**src/design/eventCfgPkg.sv**
```systemverilog
// Geometry constants for bins, rows and columns
// Vertex address union, flat or decoded into bin/row/col
`default_nettype none

package eventCfgPkg;

    // Bins and input lanes are one to one
    localparam int BIN_NUM   = 4;
    localparam int COL_NUM   = 4;
    localparam int BIN_IDX_W = 2;
    localparam int ROW_IDX_W = 3;
    localparam int COL_IDX_W = 2;
    localparam int DELTA_W   = 16;
    // Bin in the MSBs, column in the LSBs
    localparam int VTX_W     = BIN_IDX_W + ROW_IDX_W + COL_IDX_W;

    typedef struct packed {
        logic [BIN_IDX_W-1:0] binIdx;
        logic [ROW_IDX_W-1:0] rowIdx;
        logic [COL_IDX_W-1:0] colIdx;
    } vertexFieldsS;

    typedef union packed {
        logic [VTX_W-1:0] flat;
        vertexFieldsS     fields;
    } vertexAddrU;

endpackage

`default_nettype wire

```
**src/design/eventIfPkg.sv**
```systemverilog
// Packed structs crossing module boundaries
// Input events, drained rows, bin search and write requests
`default_nettype none

package eventIfPkg;

    import eventCfgPkg::*;

    // One (vertex, delta) event on a lane
    typedef struct packed {
        logic                 valid;
        vertexAddrU           vertex;
        logic [DELTA_W-1:0]   delta;
    } eventS;

    // One drained row of a bin
    typedef struct packed {
        logic                              valid;
        logic [BIN_IDX_W-1:0]              binIdx;
        logic [ROW_IDX_W-1:0]              rowIdx;
        logic [COL_NUM-1:0][DELTA_W-1:0]   deltas;
    } rowS;

    // Coalescing unit to bin, search port plus write port
    typedef struct packed {
        logic                 searchValid;
        vertexAddrU           searchAddr;
        logic                 wrValid;
        vertexAddrU           wrAddr;
        logic [DELTA_W-1:0]   wrDelta;
    } searchReqS;

endpackage

`default_nettype wire

```
**src/design/coalescingUnit.sv**
```systemverilog
// Per-lane coalescing unit
// Input stage, read-modify-write merge, one-deep pending write
// Pending sum is forwarded to a following event on the same vertex
`default_nettype none

module coalescingUnit
    import eventCfgPkg::*, eventIfPkg::*;
(
    input  wire logic               clk_i,
    input  wire logic               rstN_i,
    input  wire logic               initialFinish_i,
    input  wire logic               binSelected_i,
    input  wire eventS              cuIn_i,
    output logic                    cuReady_o,
    output searchReqS               searchReq_o,
    input  wire logic [DELTA_W-1:0] searchValue_i,
    output logic                    cuClean_o
);

    eventS              inEvt;
    logic               accept;
    logic               fwdHit;
    logic [DELTA_W-1:0] baseValue;
    logic [DELTA_W-1:0] newValue;

    // Pending write toward the bin
    logic               pendValid;
    vertexAddrU         pendAddr;
    logic [DELTA_W-1:0] pendDelta;

    // Blocked only while our bin drains
    assign cuReady_o = ~binSelected_i;
    assign accept    = cuIn_i.valid & cuReady_o;

    // Input stage
    always_ff @(posedge clk_i) begin
        if (!rstN_i) begin
            inEvt.valid <= 1'b0;
        end else begin
            inEvt.valid <= accept;
        end
    end

    always_ff @(posedge clk_i) begin
        if (accept) begin
            inEvt.vertex <= cuIn_i.vertex;
            inEvt.delta  <= cuIn_i.delta;
        end
    end

    // Storage may still be stale, pending sum is newer
    assign fwdHit    = pendValid && (pendAddr.flat == inEvt.vertex.flat);
    assign baseValue = fwdHit ? pendDelta : searchValue_i;
    // Overwrite during the initial phase, accumulate afterwards
    assign newValue  = initialFinish_i ? DELTA_W'(baseValue + inEvt.delta) : inEvt.delta;

    // Pending write stage
    always_ff @(posedge clk_i) begin
        if (!rstN_i) begin
            pendValid <= 1'b0;
        end else begin
            pendValid <= inEvt.valid;
        end
    end

    always_ff @(posedge clk_i) begin
        if (inEvt.valid) begin
            pendAddr  <= inEvt.vertex;
            pendDelta <= newValue;
        end
    end

    always_comb begin
        searchReq_o.searchValid = inEvt.valid;
        searchReq_o.searchAddr  = inEvt.vertex;
        searchReq_o.wrValid     = pendValid;
        searchReq_o.wrAddr      = pendAddr;
        searchReq_o.wrDelta     = pendDelta;
    end

    // Nothing in flight, including a handshake this cycle
    assign cuClean_o = ~accept & ~inEvt.valid & ~pendValid;

endmodule

`default_nettype wire

```
**src/design/eventBin.sv**
```systemverilog
// One bin of the event queues
// Delta storage, row occupancy bitmap, search port
// Row drain, lowest occupied row first
`default_nettype none

module eventBin
    import eventCfgPkg::*, eventIfPkg::*;
#(
    parameter int unsigned numRows = 8
) (
    input  wire logic               clk_i,
    input  wire logic               rstN_i,
    input  wire logic               binSelected_i,
    input  wire logic               readEn_i,
    input  wire searchReqS          searchReq_i,
    output logic [DELTA_W-1:0]      searchValue_o,
    output logic                    binValid_o,
    output rowS                     row_o,
    input  wire logic               rowReady_i
);

    // ========================================
    // Storage
    // ========================================
    logic [COL_NUM-1:0][DELTA_W-1:0] rowMem [numRows];
    // One bit per row, set by a write
    logic [numRows-1:0]              occupancy;

    logic [ROW_IDX_W-1:0]            drainRow;
    logic                            takeRow;

    // Search read, straight from the registers
    always_comb begin
        searchValue_o = '0;
        if (searchReq_i.searchValid) begin
            searchValue_o = rowMem[searchReq_i.searchAddr.fields.rowIdx]
                                  [searchReq_i.searchAddr.fields.colIdx];
        end
    end

    // Any occupied row makes the bin valid
    assign binValid_o = |occupancy;

    // ========================================
    // Drain side
    // ========================================
    // Lowest occupied row wins
    always_comb begin
        drainRow = '0;
        for (int r = numRows - 1; r >= 0; r--) begin
            if (occupancy[r]) begin
                drainRow = ROW_IDX_W'(r);
            end
        end
    end

    always_comb begin
        row_o        = '0;
        // Only offered while granted and enabled
        row_o.valid  = binSelected_i & readEn_i & binValid_o;
        row_o.rowIdx = drainRow;
        row_o.deltas = rowMem[drainRow];
    end

    // Handshake on the drain port
    assign takeRow = row_o.valid & rowReady_i;

    // ========================================
    // Update
    // ========================================
    always_ff @(posedge clk_i) begin
        if (!rstN_i) begin
            occupancy <= '0;
            for (int r = 0; r < numRows; r++) begin
                rowMem[r] <= '0;
            end
        end else begin
            // Taken row leaves as zeros
            if (takeRow) begin
                rowMem[drainRow]    <= '0;
                occupancy[drainRow] <= 1'b0;
            end
            // Merged delta from the coalescing unit
            if (searchReq_i.wrValid) begin
                rowMem[searchReq_i.wrAddr.fields.rowIdx][searchReq_i.wrAddr.fields.colIdx]
                    <= searchReq_i.wrDelta;
                occupancy[searchReq_i.wrAddr.fields.rowIdx] <= 1'b1;
            end
        end
    end

endmodule

`default_nettype wire

```
**src/design/eventQueues.sv**
```systemverilog
// Event queues, one bin and one coalescing unit per lane
// Output row mux, drain ready steering, registered empty flag
`default_nettype none

module eventQueues
    import eventCfgPkg::*, eventIfPkg::*;
#(
    parameter int unsigned numRows = 8
) (
    input  wire logic                clk_i,
    input  wire logic                rstN_i,
    input  wire logic                initialFinish_i,
    input  wire eventS [BIN_NUM-1:0] cuIn_i,
    output logic [BIN_NUM-1:0]       cuReady_o,
    output logic [BIN_NUM-1:0]       cuClean_o,
    output logic [BIN_NUM-1:0]       binValid_o,
    input  wire logic [BIN_NUM-1:0]  binSelected_i,
    input  wire logic                readEn_i,
    output rowS                      rowOut_o,
    input  wire logic                rowReady_i,
    output logic                     queueEmpty_o
);

    searchReqS          searchReq   [BIN_NUM];
    logic [DELTA_W-1:0] searchValue [BIN_NUM];
    rowS                binRow      [BIN_NUM];
    logic [BIN_NUM-1:0] binReady;

    // ========================================
    // Per-lane slices
    // ========================================
    for (genvar b = 0; b < BIN_NUM; b++) begin : gLane
        coalescingUnit uCu (
            .clk_i           (clk_i),
            .rstN_i          (rstN_i),
            .initialFinish_i (initialFinish_i),
            .binSelected_i   (binSelected_i[b]),
            .cuIn_i          (cuIn_i[b]),
            .cuReady_o       (cuReady_o[b]),
            .searchReq_o     (searchReq[b]),
            .searchValue_i   (searchValue[b]),
            .cuClean_o       (cuClean_o[b])
        );

        eventBin #(.numRows(numRows)) uBin (
            .clk_i         (clk_i),
            .rstN_i        (rstN_i),
            .binSelected_i (binSelected_i[b]),
            .readEn_i      (readEn_i),
            .searchReq_i   (searchReq[b]),
            .searchValue_o (searchValue[b]),
            .binValid_o    (binValid_o[b]),
            .row_o         (binRow[b]),
            .rowReady_i    (binReady[b])
        );

        // Ready only reaches the granted bin
        assign binReady[b] = binSelected_i[b] & rowReady_i;
    end

    // Output mux, bin index filled in here
    always_comb begin
        rowOut_o = '0;
        for (int b = 0; b < BIN_NUM; b++) begin
            if (binSelected_i[b]) begin
                rowOut_o        = binRow[b];
                rowOut_o.binIdx = BIN_IDX_W'(b);
            end
        end
    end

    // Converged when all bins empty and all units idle
    always_ff @(posedge clk_i) begin
        if (!rstN_i) begin
            queueEmpty_o <= 1'b1;
        end else begin
            queueEmpty_o <= (binValid_o == '0) && (&cuClean_o);
        end
    end

endmodule

`default_nettype wire

```
**config.mk**
```make
export PLATFORM = sky130hd
export DESIGN_NAME = eventQueues
export DESIGN_NICKNAME = d
export VERILOG_FILES = /design/src/design/eventCfgPkg.sv /design/src/design/eventIfPkg.sv /design/src/design/coalescingUnit.sv /design/src/design/eventBin.sv /design/src/design/eventQueues.sv
export SDC_FILE = /design/constraint.sdc
export NUM_CORES = 2
export LEC_CHECK = 0
export BUFFER_PORTS_ARGS = -buffer_cell sky130_fd_sc_hd__buf_2
export CAP_MARGIN = 30
export CORE_UTILIZATION = 45
export CTS_BUF_LIST = sky130_fd_sc_hd__clkbuf_16
export CTS_CLUSTER_SIZE = 16
export DETAILED_ROUTE_END_ITERATION = 10
export GPL_TIMING_DRIVEN = 0
export PLACE_DENSITY = 0.6
export SYNTH_ARGS = -nofsm -noshare
export SYNTH_HDL_FRONTEND = slang
export SYNTH_SLANG_ARGS = --single-unit
```
**constraint.sdc**
```tcl
create_clock -name clk_i -period 5 [get_ports clk_i]
set_clock_uncertainty 0.15 [all_clocks]
set_input_delay 0.25 -clock clk_i [delete_from_list [all_inputs] [get_ports clk_i]]
set_output_delay 0.25 -clock clk_i [all_outputs]
set_load 0.005 [all_outputs]
```
==> results_dict.tcl <==
set metrics [dict create \
    die_h_um 518 \
    grt_pass1_wl_um 791000 \
    worstHoldStart "cuIn_i[92]" \
    end_kind "output port" \
    core_area_sq_mm 0.265 \
    yosysSeqAreaShare 0.568 \
    ant_nets 0 \
    hold-worst-slack_ns 0.0389 \
    syn_area_sq_mm 0.120 \
    nNetsFinal 10153 \
    wl_per_cell_um 43.5 \
    synth_ff_type "edfxtp_1" \
    drt-total-wl_um 598000 \
    drv_cap 0 \
    tns_ns -3.58 \
    synth_fp_nets 9068 \
    status "finished, violations left" \
    ir_drop_mv 0.425 \
    io_buffers 185 \
    die-area_sq_mm 0.268 \
    synth_edf_count 2232 \
    fp-row-count 189 \
    remaining_drc_errors 0 \
    dp_hpwl_um 454000 \
    antenna_found_initial 64 \
    fin_ws_ns -0.275 \
    p_total_w 0.0487 \
    whs_path_depth 2 \
    clock_sinks 2285 \
    layout-drive-gt1-share 0.241 \
    fillers 22053 \
    crit_path_max_incr_delay_ns 0.66 \
    r2r.worst_path.cells 17 \
    syn_area_per_cell_sq_um 13.5 \
    crit_start "gLane[2].uBin.occupancy[1]" \
    ff2ff_setup_slack_ns 0.02 \
    h-tree-depth 5 \
    via_count 94529 \
    ios 188 \
    async_flop_share 0 \
    yosys_register_bits 2285 \
    required_ns 4.60 \
    synth_cell_type_count 80 \
    fmax_ghz 0.190 \
    cp_max_fo 10 \
    grt_max_degree 29 \
    vias_per_cell 6.88 \
    clk_latency_ns 1.02 \
    overflow 0 \
    start_util 0.452 \
    slew_headroom 0.215 \
    critical_path_class "register to output port" \
    whs_endpoint "gLane[3].uCu.searchReq_o[28]" \
    tritoncts "built" \
    crit_slowest_cell "o211ai_1" \
    hold_path_class "primary input to register" \
    syn_inst 8883 \
    setup_viol 48 \
    firstDrtPassIters 8 \
    timing.rr.end "gLane[3].uCu.pendDelta[12]" \
    tightest_slew_ns 1.18 \
    p_leak_nw 51.4 \
    dr.first_iter.drc_count 16088 \
    hold_violations 0 \
    ctsRootBufferMaster "clkbuf_16" \
    path_cells "nor4b_2 -> clkbuf_2 -> buf_8 -> buf_4 -> buf_2 -> a22oi_1 -> o221ai_2 -> a22oi_2 -> o211ai_1 -> buf_2" \
    period_share 1.06 \
    setup.worst_path.start_class "register" \
    rsz0062_at_grt "yes" \
    numCtsBuffers 282 \
    crit_top_cell "buf_2" \
    grt_pass1_vias 90865 \
    die_w_um 518 \
    yosysWarnings 0 \
    cts.reportedPaths.clkPinSlew_ns 0.06 \
    arrival_ns 4.88 \
    powerDensity_mw_per_mm2 336 \
    syn2layout_area_growth_pct 21.0 \
    drv_slew 0 \
    clockBufferDepth 4 \
    violations "setup timing" \
    gp_congestion 1.04 \
    track_usage 0.438 \
    fin_crit_ns 5.28 \
]
## registers in the layout, indices dropped and copies added, names as in the netlist, named ones only
register and cells:
gLane.uBin.rowMem 2048, gLane.uCu.inEvt 64, gLane.uCu.pendDelta 64, gLane.uBin.occupancy 32, gLane.uCu.searchReq_o 32, gLane.uCu.pendAddr 28, gLane.uCu.pendValid 4, queueEmpty_o 1
## critical path, delay by kind of cell (launching register included)
kind | cells | cell delay (ns)
buffers and inverters | 5 | 1.66
flip-flops | 1 | 0.36
AO/OA/AOI/OAI | 4 | 1.26
AND/OR/NAND/NOR | 1 | 0.62
## area by class of cell
cell class | instances | area [sq um] | share of cell area
flip-flops and latches | 2285 | 68100 | 0.470
multi-input cells | 5741 | 50300 | 0.347
repair buffers | 804 | 8660 | 0.0597
clock buffers | 287 | 7180 | 0.0495
plain buffers | 832 | 4710 | 0.0325
well taps | 3533 | 4420 | 0.0305
clock inverters | 192 | 1430 | 0.00984
diodes | 37 | 92.6 | 0.000639
inverters | 22 | 82.6 | 0.000570
## cells by family after synthesis
kind of cell / after synthesis / synth area share
and+or+nand+nor: 2977 / 0.140
DFF: 2285 / 0.568
AOI/OAI and AO/OA: 1605 / 0.0972
muxes: 999 / 0.150
buffers and inverters: 857 / 0.0294
xor gates and xnor gates: 80 / 0.00585
adders and majority gates: 80 / 0.00860
## per-layer routing
metal,wire [um],track usage,vias up
met2,253000,0.632,7949
met3,80400,0.150,2066
met1,204000,0.530,48061
li1,-,-,36415
met5,384,0.00373,-
met4,59700,0.361,38
## layout by cell type, fill, tap and decap left out, types with 187 or more instances in the layout
cell type / netlist / routed
a22oi_1: 274 / 258
and2_1: 2061 / 2061
edfxtp_1: 2232 / 2232
mux4_2: 636 / 636
clkbuf_16: 0 / 292
dlygate4sd3_1: 0 / 187
nand2_1: 456 / 455
nor2_1: 291 / 269
mux2i_1: 309 / 293
buf_2: 135 / 243
buf_8: 0 / 216
o21ai_0: 398 / 212
clkbuf_1: 641 / 504
## how the worst max path moves through the flow
stage                                  end  slack, ns
6_report                      rowOut_o[24]      -0.28
5_1_grt                       rowOut_o[24]      -0.12
4_1_cts                       rowOut_o[60]     -0.004
3_5_place_dp    gLane[3].uCu.pendDelta[12]      -1.62
3_3_place_gp   gLane[0].uBin.rowMem[7][40]      -2.29
2_1_floorplan   gLane[3].uCu.pendDelta[12]       0.11
## metrics by stage
stage,util,cell area [sq um],worst slack [ns],std cells
2_1_floorplan,-,120000,0.108,8883
3_3_place_gp,0.473,125000,-2.29,12601
3_5_place_dp,0.494,131000,-1.62,12932
4_1_cts,0.543,144000,-0.00446,13655
5_1_grt,0.547,145000,-0.118,13710
6_report,0.547,145000,-0.275,13733
## synth_stat cells, types with 22 or more instances
cell       number  share of area
and2_1       2061           0.11
clkbuf_1      641          0.020
nor3_1         22        0.00092
a22oi_1       274          0.017
nor2_1        291         0.0091
a21oi_1        86         0.0036
buf_1          34         0.0011
o22ai_1        26         0.0014
a221oi_1      200          0.015
o211ai_1       26         0.0016
nand4_1        25         0.0013
a22o_1         61         0.0045
o2111ai_1      44         0.0032
o221a_2        38         0.0036
dfxtp_1        53         0.0089
o221ai_1       72         0.0053
edfxtp_1     2232           0.56
ha_1           76         0.0079
o21ai_0       398          0.017
nand3_1        31         0.0013
a222oi_1       44         0.0037
a31oi_1        27         0.0014
mux4_2        636           0.12
mux2_2         54         0.0051
buf_2         135         0.0056
mux2i_1       309          0.026
nand2_1       456          0.014
xnor2_1        59         0.0043
a221o_1        26         0.0022
o21ai_1       100         0.0042
a32o_1         31         0.0026
## where the power goes
part	leakage [nW]	internal [W]	switching (W)
clock network	4.45	0.0114	0.00852
registers	23.3	0.0217	0.000529
logic	23.7	0.00247	0.00407
total	51.4	0.0356	0.0131
## timing repair
item                                    CTS  global route
hold buffers                            187             0
setup buffers                            56            32
gates resized for setup                 621           195
pin swaps                                28            29
hold endpoints to repair                163             0
endpoints found under the setup margin  123            77
gates cloned                              2             1
(Power assumes the default switching activity.)
